===== config.mk =====
export PLATFORM = sky130hd
export DESIGN_NAME = lsu_dispatch_decode
export DESIGN_NICKNAME = d
export VERILOG_FILES = /design/src/design/lsu_pkg.sv /design/src/design/lsu_dispatch_decode.sv
export SDC_FILE = /design/constraint.sdc
export NUM_CORES = 1
export LEC_CHECK = 0
export ABC_AREA = 1
export BUFFER_PORTS_ARGS = -buffer_cell sky130_fd_sc_hd__buf_2
export CAP_MARGIN = 40
export CORE_UTILIZATION = 45
export DETAILED_ROUTE_END_ITERATION = 8
export GPL_ROUTABILITY_DRIVEN = 0
export PLACE_DENSITY = 0.78
export REMOVE_ABC_BUFFERS = 1
export SLEW_MARGIN = 25
export SYNTH_ARGS = -nofsm -noshare
export SYNTH_HDL_FRONTEND = slang
export SYNTH_SLANG_ARGS = --single-unit

===== constraint.sdc =====
create_clock -name clk -period 0.8 [get_ports clk]
set_clock_uncertainty 0.1 [all_clocks]
set_input_delay 0.12 -clock clk [delete_from_list [all_inputs] [get_ports clk]]
set_output_delay 0.12 -clock clk [all_outputs]
set_load 0.01 [all_outputs]

===== src/design/lsu_pkg.sv =====
package lsu_pkg;

    localparam int tag_w     = 4;
    localparam int entry_num = 2 ** tag_w;

    typedef logic [tag_w-1:0] tag_t;
    typedef logic [31:0]      data_t;
    typedef logic [31:0]      addr_t;
    typedef logic [11:0]      imm_t;

    typedef enum logic [3:0] {
        op_none,
        op_lb,
        op_lh,
        op_lw,
        op_lbu,
        op_lhu,
        op_sb,
        op_sh,
        op_sw
    } mem_op_e;

    typedef enum logic [1:0] {
        size_byte,
        size_half,
        size_word
    } size_e;

    typedef struct packed {
        logic    valid;
        mem_op_e op;
        imm_t    imm;
        tag_t    rd_tag;
        tag_t    rs1_tag;
        data_t   rs1_data;
        tag_t    rs2_tag;
        data_t   rs2_data;
    } dispatch_s;

    typedef struct packed {
        logic  valid;
        logic  is_store;
        size_e size;
        logic  sign_ext;
        imm_t  imm;
        tag_t  rd_tag;
        tag_t  rs1_tag;
        logic  rs1_ready;
        data_t rs1_data;
        tag_t  rs2_tag;
        logic  rs2_ready;
        data_t rs2_data;
    } lsb_entry_s;

    typedef struct packed {
        logic  valid;
        tag_t  tag;
        data_t data;
    } bcast_s;

    typedef struct packed {
        logic  valid;
        logic  is_store;
        size_e size;
        logic  sign_ext;
        tag_t  tag;
        addr_t addr;
        data_t wdata;
    } mem_req_s;

    // tag 0 never matches, it stands for a ready value
    function automatic logic bcast_hit(bcast_s b, tag_t t);
        return b.valid && (b.tag == t) && (t != '0);
    endfunction

    // capture waiting operands from either broadcast
    function automatic lsb_entry_s wake_entry(lsb_entry_s e, bcast_s a, bcast_s b);
        lsb_entry_s w;
        w = e;
        if (!e.rs1_ready) begin
            if (bcast_hit(a, e.rs1_tag)) begin
                w.rs1_ready = 1'b1;
                w.rs1_data  = a.data;
            end else if (bcast_hit(b, e.rs1_tag)) begin
                w.rs1_ready = 1'b1;
                w.rs1_data  = b.data;
            end
        end
        if (!e.rs2_ready) begin
            if (bcast_hit(a, e.rs2_tag)) begin
                w.rs2_ready = 1'b1;
                w.rs2_data  = a.data;
            end else if (bcast_hit(b, e.rs2_tag)) begin
                w.rs2_ready = 1'b1;
                w.rs2_data  = b.data;
            end
        end
        return w;
    endfunction

endpackage


===== src/design/lsu_dispatch_decode.sv =====
`timescale 1ns/1ps

module lsu_dispatch_decode (
    input  logic                clk,
    input  logic                rst_n,
    input  logic                rdy,
    input  logic                clr,
    input  lsu_pkg::dispatch_s  dispatch,
    input  lsu_pkg::bcast_s     ex_bcast,
    input  lsu_pkg::bcast_s     res_bcast,
    output lsu_pkg::lsb_entry_s entry_in
);

    logic                is_mem;
    lsu_pkg::lsb_entry_s decoded;

    always_comb begin
        decoded  = '0;
        is_mem   = 1'b1;
        case (dispatch.op)
            lsu_pkg::op_lb: begin
                decoded.size     = lsu_pkg::size_byte;
                decoded.sign_ext = 1'b1;
            end
            lsu_pkg::op_lh: begin
                decoded.size     = lsu_pkg::size_half;
                decoded.sign_ext = 1'b1;
            end
            lsu_pkg::op_lw:  decoded.size = lsu_pkg::size_word;
            lsu_pkg::op_lbu: decoded.size = lsu_pkg::size_byte;
            lsu_pkg::op_lhu: decoded.size = lsu_pkg::size_half;
            lsu_pkg::op_sb: begin
                decoded.size     = lsu_pkg::size_byte;
                decoded.is_store = 1'b1;
            end
            lsu_pkg::op_sh: begin
                decoded.size     = lsu_pkg::size_half;
                decoded.is_store = 1'b1;
            end
            lsu_pkg::op_sw: begin
                decoded.size     = lsu_pkg::size_word;
                decoded.is_store = 1'b1;
            end
            default: is_mem = 1'b0;
        endcase

        decoded.valid     = dispatch.valid && is_mem;
        decoded.imm       = dispatch.imm;
        decoded.rd_tag    = dispatch.rd_tag;
        decoded.rs1_tag   = dispatch.rs1_tag;
        decoded.rs1_ready = (dispatch.rs1_tag == '0);
        decoded.rs1_data  = dispatch.rs1_data;
        decoded.rs2_tag   = dispatch.rs2_tag;
        decoded.rs2_ready = (dispatch.rs2_tag == '0);
        decoded.rs2_data  = dispatch.rs2_data;

        // producer may broadcast in the dispatch cycle itself
        decoded = lsu_pkg::wake_entry(decoded, ex_bcast, res_bcast);
    end

    always_ff @(posedge clk or negedge rst_n) begin
        if (!rst_n) begin
            entry_in <= '0;
        end else if (clr) begin
            entry_in.valid <= 1'b0;
        end else if (rdy) begin
            entry_in <= decoded;
        end
    end

endmodule


# [Word level (Yosys, flattened, before mapping)]
# Index checks and enable logic that the tools add are counted.
# Widths: inputs -> output; s select.
[totals] in_bits=171 register_bits=95 output_inout_bits=95 elab_cells=57
[classes] n_reduce_logical=20 bitwise=1 eq_ne=12 mux=12
[op_table] operator="$mux 33" n=6
[op_table] operator="$mux 95" n=1
[op_table] operator="$eq 4x3->1 const B" n=4
[op_table] operator="$eq 4x4->1" n=4
[op_table] operator="$logic_and 1x1->1" n=9
[op_table] operator="$eq 4x2->1 const B" n=2
[op_table] operator="$logic_not 4->1" n=2
[op_table] operator="$reduce_bool 4->1" n=2
[op_table] operator="$reduce_or 8->1" n=1
[op_table] operator="$reduce_or 3->1" n=2
[op_table] operator="$eq 4x1->1 const B" n=1
[op_table] operator="$eq 4x4->1 const B" n=1
[op_table] operator="$mux 1" n=4
[op_table] operator="$pmux 2 s2" n=1
[op_table] operator="$reduce_or 2->1" n=2
[op_table] operator="$reduce_and 2->1" n=1
[op_table] operator="$reduce_bool 2->1" n=1
[op_table] operator="$not 1->1" n=1

# [Depth between registers and ports, before layout]
# Gate-level depths: netlist (run 1).
[depth] ltp_word=8 depth_mapped=13 ltp_nobuf=11

# [Least setup slack after synthesis (run 1)]
# No wires, ideal clock.
[synth_timing] path_type="input to register" from="input dispatch[34] (netlist bit)" to="register entry_in[10] (netlist bit)" slack_ns=-0.418 t_arrival_ns=1.001 path_stages=12 setup_time_ns=0.116 required_ns=0.584 path_buffers=2 cell_sequence="nor2_1 > nand2_2 > nand2_1 > inv_1 > nand3_1 > buf_6 > buf_4 > nand3_1 > nand2_1 > inv_1 > nand2_1 > nand2_1"
[synth_via] elab_chain_len=6 word_cells_on_any_way=11 classes_between="2 x eq/ne; 3 x mux; 6 x reduce/logical"
[synth_lines] item="start: declaration" line_no="lsu_dispatch_decode.sv:8" rtl="input lsu_pkg::dispatch_s dispatch,"
[synth_lines] item="$eq 4x4->1" line_no="lsu_pkg.sv:73" rtl="return b.valid && (b.tag == t) && (t != '0);"
[synth_lines] item="$logic_and 1x1->1 (2 in a row)" line_no="lsu_pkg.sv:73"
[synth_lines] item="$mux 33" line_no="lsu_pkg.sv:93" rtl="end else if (bcast_hit(b, e.rs2_tag)) begin"
[synth_lines] item="$mux 33" line_no="lsu_pkg.sv:90" rtl="if (bcast_hit(a, e.rs2_tag)) begin"
[synth_lines] item="$mux 33 *" line_no="lsu_pkg.sv:89" rtl="if (!e.rs2_ready) begin"
[synth_lines] item="end signal: assignment" line_no="lsu_dispatch_decode.sv:67" rtl="entry_in <= decoded;"
[synth_lines] item="end: declaration" line_no="lsu_dispatch_decode.sv:11" rtl="output lsu_pkg::lsb_entry_s entry_in"
# Mark *: on every way between the ends. The rest lies on a longest branch, timed or not.
# A chain may end at the register's enable or synchronous reset.

# [Final worst setup path (run 1)]
[layout_timing] from="input res_bcast[34] (netlist bit)" to="register entry_in[24] (netlist bit)"
[layout_via] elab_chain_len=6
[layout_lines] item="start: declaration" line_no="lsu_dispatch_decode.sv:10" rtl="input lsu_pkg::bcast_s res_bcast,"
[layout_lines] item="$eq 4x4->1" line_no="lsu_pkg.sv:73"
[layout_lines] item="$logic_and 1x1->1 (2 in a row)" line_no="lsu_pkg.sv:73"
[layout_lines] item="$mux 33" line_no="lsu_pkg.sv:93"
[layout_lines] item="$mux 33" line_no="lsu_pkg.sv:90"
[layout_lines] item="$mux 33" line_no="lsu_pkg.sv:89"
# Every way passes these cells.

==> metrics.txt, run 1 <==
status finished with violations; failing checks negative hold slack, negative setup slack; die width 122 um; global-route wire length before repair 38.4 mm; Clock Sinks 95; Leakage about 6.6 nW; highest clock rate about 790 MHz; routed wire length slightly below 30 mm; DP Cell Count between 1500 and 2000; Num CTS Buffers 9; Post-DRT Antenna Nets 0; Post-Layout Cell Count 1639; core area approximately 0.014 mm^2; RSZ-0062 raised after global routing true; clock slew at reported path FFs 80 ps; setup_tns -53190 ps; register area share after synthesis a little under two fifths; Final Cycle Share 157%; hold buffers post-CTS 20; DR DRC count 0; crit path max fanout 6; dpl hpwl around 14 mm; number of global-route vias before repair around 7800; ys async rst share 100%; initial antenna violation count 3; 1st-pass router iterations 8; most common cell in the netlist nand2_1; Main synth FF type dfrtp_1; Synth area leaders dfrtp_1 37%, nand2_1 25%, inv_1 11%; hold_ws -66.2 ps; pre-CTS WS -724 ps; Synth top cells by count 433 x nand2_1, 181 x inv_1, 150 x nor2_1, 95 x dfrtp_1, 59 x nand3_1; final worst setup slack -459 ps; Worst Setup Start Kind input port; row cnt 43; #FFs+latches synth 95; sequential power share between 30% and 40%; share of cells above drive strength 1 around 40%; mapped cell area ~0.0065 mm^2; top cell type's share of synthesized area a little under two fifths; Yosys cell types 21; yosys warns 0; switching power 5.23 mW; H-Tree Depth 3; Clock Latency Late Sink roughly 350 ps; syn avg cell area around 6 um^2; post-synth top area cell dfrtp_1; Post-Synthesis Cells between 1000 and 1500; Largest regs entry_in x95; Sw Share approximately a third; Top Ports 266; fin crit period 1260 ps; total power between 15 and 20 mW; Worst Path Required 940 ps; Final Slew Violations 0; Pint ~11 mW; final setup fails 169; P&R area growth vs syn 70.6%; Crit Path Category in -> reg; Hold Path Class in -> reg; max_cap viols 0; WP data arrival about 1400 ps; largest net degree at the start of global routing 40; Tot GR Track Use ~33%; post-DR vias/cell between 5 and 6; clk root buf clkbuf_16; power per cell area between 1000 and 1500 mW/mm^2; CTS Buffer Depth 2; Gate power share ~34%; TritonCTS clock tree yes; Initial Util roughly 46%; nets between 1500 and 2000; Die ar. about 0.015 mm^2; DR iter-0 viols between 800 and 900; Worst VDD drop roughly 930 uV; CP Capture Type flip-flop; worst slew pin tran roughly 220 ps; max reg flops 95; final hold viol count 7; Post-synth EDFFs 0; port buffer count roughly 270; Via Count ~8800; wire per inst between 15 and 20 um; clock power share 28.7%; Max-slew headroom about 85%; largest reg by FF count entry_in; Remaining Overflow, GRT 0; Die Ht approximately 120 um
==> repair_timing <==
item,in CTS,in global routing
pin swaps,20,62
gates cloned,16,21
buffers inserted,37,26
setup endpoints to repair,185,189
resized for setup,168,137
endpoints found under the hold margin,139,2
==> worst max-delay path, cell delays in order <==
cell and delay (ps):
buf_6 90, inv_2 50, nand2_1 60, nand2_1 80, nor2_2 140, nand3_4 140, buf_8 170, buf_16 140
o21ai_4 150, nand2_1 100, nand2_1 90, nand2_1 60
==> final timing paths <==
path	to	startpoint	cells after the start	slack [ps]
worst max-delay path	entry_in[24]$_DFFE_PN0P_	res_bcast[34]	12	-460
worst min-delay path	entry_in[94]$_DFFE_PN0P_	dispatch[92]	2	-70
worst max register to register	entry_in[52]$_DFFE_PN0P_	entry_in[52]$_DFFE_PN0P_	4	-180
worst min register to register	entry_in[44]$_DFFE_PN0P_	entry_in[44]$_DFFE_PN0P_	2	370
max in group asynchronous	entry_in[55]$_DFFE_PN0P_	rst_n	3	110
min in group asynchronous	entry_in[44]$_DFFE_PN0P_	rst_n	2	60
==> cell type report <==
class,instances,area [um^2]
Clock buffer,10,229
Antenna cell,3,7.51
Inverter,190,736
Tap cell,180,225
Sequential cell,95,2380
Fill cell,928,2910
Timing Repair Buffer,418,3790
Clock inverter,6,67.6
Multi-Input combinational cell,737,3600
==> placed cells by master, fill, tap and decap left out, drive strengths merged <==
master       synthesis  final
a31oi                3      3
a32o                 1      1
buf                 35    382
bufinv               0      1
clkbuf              25     26
clkinv               0      1
clkinvlp             0      2
dfrtp               95     95
diode                0      3
dlygate4sd3          0     20
inv                190    192
nand2              435    435
nand3               69     69
nand3b               1      1
nand4                2      2
nor2               151    151
o21ai               74     74
o41ai                1      1
==> power groups by stage <==
stage	sequential, mW	clock [mW]	combinational (mW)
after floorplan	6.21	0	1.44
after global placement	5.89	0	3.55
after detailed placement	5.90	0	3.62
after CTS	5.85	4.50	4.46
after global routing	5.97	4.72	5.73
final	5.91	4.52	5.33
==> kinds of logic after synthesis <==
family                 synth area share (%)
AND/OR/NAND/NOR                        40.6
AO/OA/AOI/OAI                          6.31
flip-flops                             36.8
buffers and inverters                  16.3
==> per-layer routing <==
metal  routed length, um  track usage, %  vias to the layer above
met5                   0               0                        -
met4                1870            19.8                        0
met3                2730            5.34                      180
met2               14100            57.4                      632
met1               10200            38.6                     3997
li1                    -               -                     3944
==> through the flow <==
step                cell area (um^2)  hold WS, ps  utilization, %
global route                   11000        -71.3            79.1
CTS                             9970        -77.5            71.6
floorplan                       6120         -276               -
global placement                8240         -117            59.1
detailed placement              8240         -116            59.1
finish                         11000        -66.2            79.1
Power figures use the tool's default switching activity.
==> run 2: changes to the inputs <==
- CORE_UTILIZATION: 45 -> 53
- PLACE_DENSITY: 0.78 -> 0.87
- TNS_END_PERCENT: not set -> 5
- clock period: 0.8 -> 1.55 ns (I/O delays scaled with it)
==> run 2 against run 1 <==
  * Flip-flop and latch count unchanged
  * Via count fell by 16%
  * Global-route usage is 1.4 points lower
  * First-iteration DRC count fell by 28%
  * Utilization fell by 5.6 points
  * Sequential power down 49%
  * Wire length shrank 32%
  * The flow now finishes without violations
  * Hold slack better by 86 ps
  * Largest power group unchanged
  * Die area decreased by 15%
  * Non-clock buffer count is 108 lower
==> metrics.txt, run 2 (same netlist as run 1, synthesis figures left out) <==
Max-slew headroom 76.7% (-8.4 points); Top Ports 266 (unchanged); final hold viol count 0 (-7); fin crit period ~1300 ps; die width 112 um (-7.7%); power per cell area 844 mW/mm^2 (-41%); Die Ht 112 um (-7.7%); P&R area growth vs syn 32.6%; share of cells above drive strength 1 24.7% (-15 points); Num CTS Buffers 9 (unchanged); RSZ-0062 raised after global routing false; R2R setup slack 730 ps (+910 ps); Worst Path Required 1690 ps (+750 ps); commonest non-fill, non-tap cell in the layout nand2_1; clock slew at reported path FFs 70 ps (about the same); Final Cycle Share between 80% and 90%; 1st-pass router iterations 6 (-2); Final Slew Violations 0 (unchanged); max_cap viols 0 (unchanged); final setup fails 0 (-100%); Remaining Overflow, GRT 0 (unchanged); hold path start dispatch[80]; status completed; antenna cell count 0 (-3); wire per inst 13.1 um (-26%); Largest regs entry_in x95; Hold EP entry_in[82]$_DFFE_PN0P_; nets 1514 (-6.7%); Crit Path Category in -> reg; Worst VDD drop 832 uV (-11%); max reg flops 95 (unchanged); hold path depth 3 (+1); most frequent cells in the layout 433 x nand2_1, 264 x buf_2, 181 x inv_1, 149 x nor2_1, 95 x dfrtp_1; port buffer count 265 (unchanged); largest net degree at the start of global routing 69 (+73%); TritonCTS clock tree yes; Post-Layout Cell Count 1491 (-9.0%); Clock Latency Late Sink 350 ps (about the same); Initial Util 55.4% (+9.0 points); setup bufs post-CTS 0 (-100%); R2R Path Start entry_in[69]$_DFFE_PN0P_; highest clock rate roughly 760 MHz; Post-DRT Antenna Nets 0 (unchanged); worst slew pin tran 344 ps (+125 ps); crit path max fanout 37 (+31); row cnt 39 (-9.3%); CP Launch Point dispatch[34]; Clock Sinks 95 (unchanged); routed wire length 19.6 mm (-32%); worst-case reg-to-reg path depth 2 (-2); initial antenna violation count 0 (-3); Tot GR Track Use 31.8% (-1.4 points); number of global-route vias before repair 6834 (-13%); CP Capture Type flip-flop; R2R Path End entry_in[69]$_DFFE_PN0P_; Via Count 7366 (-16%); clk root buf clkbuf_16; post-DR vias/cell 4.94 (-7.5%); Leakage 5.59 nW (-16%); Hold Path Class in -> reg; DR iter-0 viols 640 (-28%); total power 7.23 mW (-54%); global-route wire length before repair 32.0 mm (-17%); DR DRC count 0 (unchanged); dpl hpwl 13.7 mm (-2.2%); Die ar. 0.0126 mm^2 (-15%); FILL cells 946 (+1.9%); WP data arrival 1460 ps (+60 ps); Worst Setup Start Kind input port; core area 0.0117 mm^2 (-16%); largest reg by FF count entry_in; DP Cell Count 1459 (-3.1%); H-Tree Depth 3 (unchanged); CTS Buffer Depth 2 (unchanged)
==> run 2: changes by cell type in the layout (fill, tap and decap cells not counted), moves of 23 or more <==
cell,change
buf_2,+41
buf_4,-47
buf_6,-52
nand2_1,+27
nand2_2,-23
nor2_1,+62
nor2_2,-40
o21ai_0,+29
o21ai_2,-27
==> run 2: final cells by class <==
cell class	count	area (um^2)	share of cell area, %
well taps	143	179	2.09
flip-flops and latches	95	2380	27.7
inverters	190	713	8.32
clock buffers	13	270	3.15
multi-input cells	737	3060	35.7
repair buffers	310	1930	22.5
clock inverters	3	40.0	0.467
==> run 2: through the flow <==
step	utilization, %	hold slack [ps]	cell area [um^2]	setup slack, ps	TNS, ps
after floorplan	-	-163	6120	-3810	-329680
after global placement	69.4	45.0	8100	-51.8	-1080
after detailed placement	69.4	50.5	8100	-109	-2970
after CTS	73.5	11.4	8570	240	0
after global routing	73.5	15.7	8570	118	0
final	73.5	19.9	8570	235	0
==> run 2: worst max path at each step <==
stage	end	slack, ps	cells past startpoint
finish	entry_in[30]$_DFFE_PN0P_	230	11
global route	entry_in[30]$_DFFE_PN0P_	120	11
CTS	entry_in[30]$_DFFE_PN0P_	240	11
detailed placement	entry_in[58]$_DFFE_PN0P_	-110	12
global placement	entry_in[58]$_DFFE_PN0P_	-50	12
floorplan	entry_in[90]$_DFFE_PN0P_	-3810	4
==> run 2: worst max-delay path: stages <==
cell and delay (ps):
buf_2 120, inv_2 50, nand2_1 50, nand2_1 40, nor2_1 140, nand3_2 180, buf_12 230, o21ai_0 190
nand2_1 100, nand2_1 70, nand2_1 50
==> run 2: where the power goes <==
part / leakage [nW] / switching, mW / internal, mW
Sequential: 1.17 / 0.187 / 2.82
Combinational: 4.26 / 1.08 / 0.806
Clock: 0.156 / 0.958 / 1.38
Total: 5.59 / 2.22 / 5.01
==> run 2: repair_timing <==
item                                    in CTS  in global routing
hold buffers                                16                  0
endpoints found under the hold margin       63                  0
gates resized for setup                      0                  0
endpoints found under the setup margin       0                  0
==> run 2: per-layer routing <==
layer  global-route usage [%]  share of wire (%)
met4                     14.0                3.6
met2                     56.2                 50
met3                     6.05                7.7
met1                     37.7                 39
met5                        0                  0
==> run 3: changes to the inputs <==
- CORE_UTILIZATION: 53 -> 45
- PLACE_DENSITY: 0.87 -> 0.78
- clock period: 1.55 -> 1.1 ns (I/O delays scaled with it)
==> run 3 against run 2 <==
  * The run now ends with negative setup slack left
  * Flip-flop and latch count unchanged
  * Final cell count is 4.7% higher
  * Clock-buffer cell count shrank 3
  * Sequential power grew 42%
  * Utilization is 4.5 points lower
  * Wire length rose by 13%
  * First-iteration DRC count is 0.63% higher
  * Die area up 17%
  * Design area grew 12%
  * Combinational power increased by 64%
==> metrics.txt, run 3 (same netlist as run 1, synthesis figures left out) <==
Critical Path End entry_in[50]$_DFFE_PN0P_; H-Tree Depth 3 (unchanged); global-route wire length before repair 32.0 mm (about the same); most used cell along the critical path nand2_1; FILL cells 1179 (+25%); max_cap viols 0 (unchanged); WL met1 8.95 mm (+17%); Clock Latency Late Sink 350 ps (about the same); Final Slew Violations 0 (unchanged); R2R setup slack 310 ps (-420 ps); Top Ports 266 (unchanged); share of cells above drive strength 1 31.0% (+6.3 points); Clock Sinks 95 (unchanged); Worst Setup Start Kind input port; CTS Buffer Depth 2 (unchanged); fin crit period 1200 ps; Largest regs entry_in x95; critical path's largest stage delay 190 ps (-40 ps); highest clock rate just over 800 MHz; Initial Util 46.4% (-9.0 points); hold_ws 10.1 ps (-9.79 ps); DP Area 0.00822 mm^2 (+1.5%); DR DRC count 0 (unchanged); crit path max fanout 36 (-2.7%); final setup fails 159 (+159); port buffer count 265 (unchanged); number of global-route vias before repair 6775 (-0.86%); largest reg by FF count entry_in; design area 0.00962 mm^2 (+12%); Final Util 69.0% (-4.5 points); routed wire length 22.1 mm (+13%); final worst setup slack -102 ps (-337 ps); top sig layer met4; kind of cell adding the most delay to the critical path simple AND/OR/NAND/NOR gates; DR iter-0 viols 644 (+0.63%); Worst VDD drop 754 uV (-9.4%); status finished with violations; CP Capture Type flip-flop; max reg flops 95 (unchanged); largest net degree at the start of global routing 45 (-35%); WP buf/inv 3 (unchanged); WL met3 1.48 mm (-1.5%); pre-CTS WS -459 ps (-351 ps); total power 10.9 mW (+50%); R2R Path Start entry_in[32]$_DFFE_PN0P_; worst path cell trace buf_2 -> inv_2 -> nand2_1 -> nand2_1 -> nor2_1 -> nand3_4 -> buf_12 -> o21ai_0 -> nand2_1 -> nand2_1 -> nand2_1; most frequent cells in the layout 417 x nand2_1, 229 x buf_2, 174 x inv_1, 132 x nor2_1, 95 x dfrtp_1; row cnt 43 (+10%); setup_tns -6440 ps (-6440 ps); Max-slew headroom 81.2% (+4.5 points); post-DR vias/cell 4.93 (-0.19%); final hold viol count 0 (unchanged); TritonCTS clock tree yes; Final Cycle Share 109%; commonest non-fill, non-tap cell in the layout nand2_1; clk root buf clkbuf_16; RSZ-0062 raised after global routing true; nets 1545 (+2.0%); die width 122 um (+8.4%); Leakage 6.00 nW (+7.3%); Crit Path Category in -> reg; Hold Path Class in -> reg; Die ar. 0.0148 mm^2 (+17%); slowest cell on the critical path nor2_1; Post-Layout Cell Count 1561 (+4.7%); clock slew at reported path FFs 70 ps (about the same); worst slew pin tran 278 ps (-66.2 ps); failing checks negative setup slack; Remaining Overflow, GRT 0 (unchanged); Num CTS Buffers 9 (unchanged); Via Count 7697 (+4.5%); WP data arrival 1350 ps (-110 ps); DP Cell Count 1502 (+2.9%); core area 0.0139 mm^2 (+19%); worst-case reg-to-reg path depth 2 (unchanged); P&R area growth vs syn 48.8%; Worst Path Required 1250 ps (-440 ps); initial antenna violation count 2 (+2); dpl hpwl 13.7 mm (+0.19%); Die Ht 122 um (+8.4%); Critical Path Stages 11 (unchanged); CP Launch Point dispatch[71]; Tot GR Track Use 27.5% (-4.3 points); routed wl met2 10.8 mm (+11%); Post-DRT Antenna Nets 0 (unchanged); power per cell area 1130 mW/mm^2 (+34%); 1st-pass router iterations 5 (-1); wire per inst 14.2 um (+8.0%); R2R Path End entry_in[32]$_DFFE_PN0P_
==> run 3: cell types whose count changed in the layout (fill, tap and decap cells not counted), sizes merged <==
cell         delta
clkinvlp        +1
clkbuf          +4
inv             +1
bufinv          +1
dlygate4sd3     +3
buf            +21
diode           +2
==> run 3: repair_timing <==
item / 4_1_cts / 5_1_grt
pin swaps: 15 / 31
buffers inserted: 6 / 2
hold endpoints to repair: 113 / 0
endpoints found under the setup margin: 147 / 161
gates resized for setup: 56 / 83
hold buffers: 19 / 0
gates cloned: 3 / 11
==> run 3: worst min-delay path by stage <==
stage	from	endpoint	slack, ps	depth (start not counted)
after floorplan	rst_n	entry_in[0]$_DFFE_PN0P_	-230	0
after global placement	rst_n	entry_in[44]$_DFFE_PN0P_	-70	1
after detailed placement	rst_n	entry_in[44]$_DFFE_PN0P_	-70	1
after CTS	dispatch[88]	entry_in[91]$_DFFE_PN0P_	0.7	3
after global routing	dispatch[35]	entry_in[36]$_DFFE_PN0P_	30	3
final	dispatch[88]	entry_in[91]$_DFFE_PN0P_	10	3
==> run 3: worst register-to-register path: cells and delay by family (launching register included) <==
kind	cells	cell delay [ps]
buffers and inverters	1	50
flip-flops	1	400
AO/OA/AOI/OAI	1	140
==> run 3: final cells by class <==
cell class	count	area (um^2)	share of cell area [%]
antenna	2	5.00	0.0520
clock buffer	10	239	2.48
clock inverter	6	90.1	0.937
inverter	190	724	7.53
multi-input combinational	737	3290	34.2
sequential	95	2380	24.7
tap	180	225	2.34
timing repair buffer	341	2670	27.7
==> run 3: power by group <==
part           switching, mW  total, mW  internal (mW)
combinational           1.63       3.08           1.45
sequential             0.299       4.27           3.97
clock                   1.45       3.51           2.07
total                   3.37       10.9           7.50
==> run 3: metal layers <==
metal	track usage, %	vias up
li1	-	3772
met1	33.3	3518
met2	46.5	338
met3	4.59	69
met4	14.7	0
met5	0	-
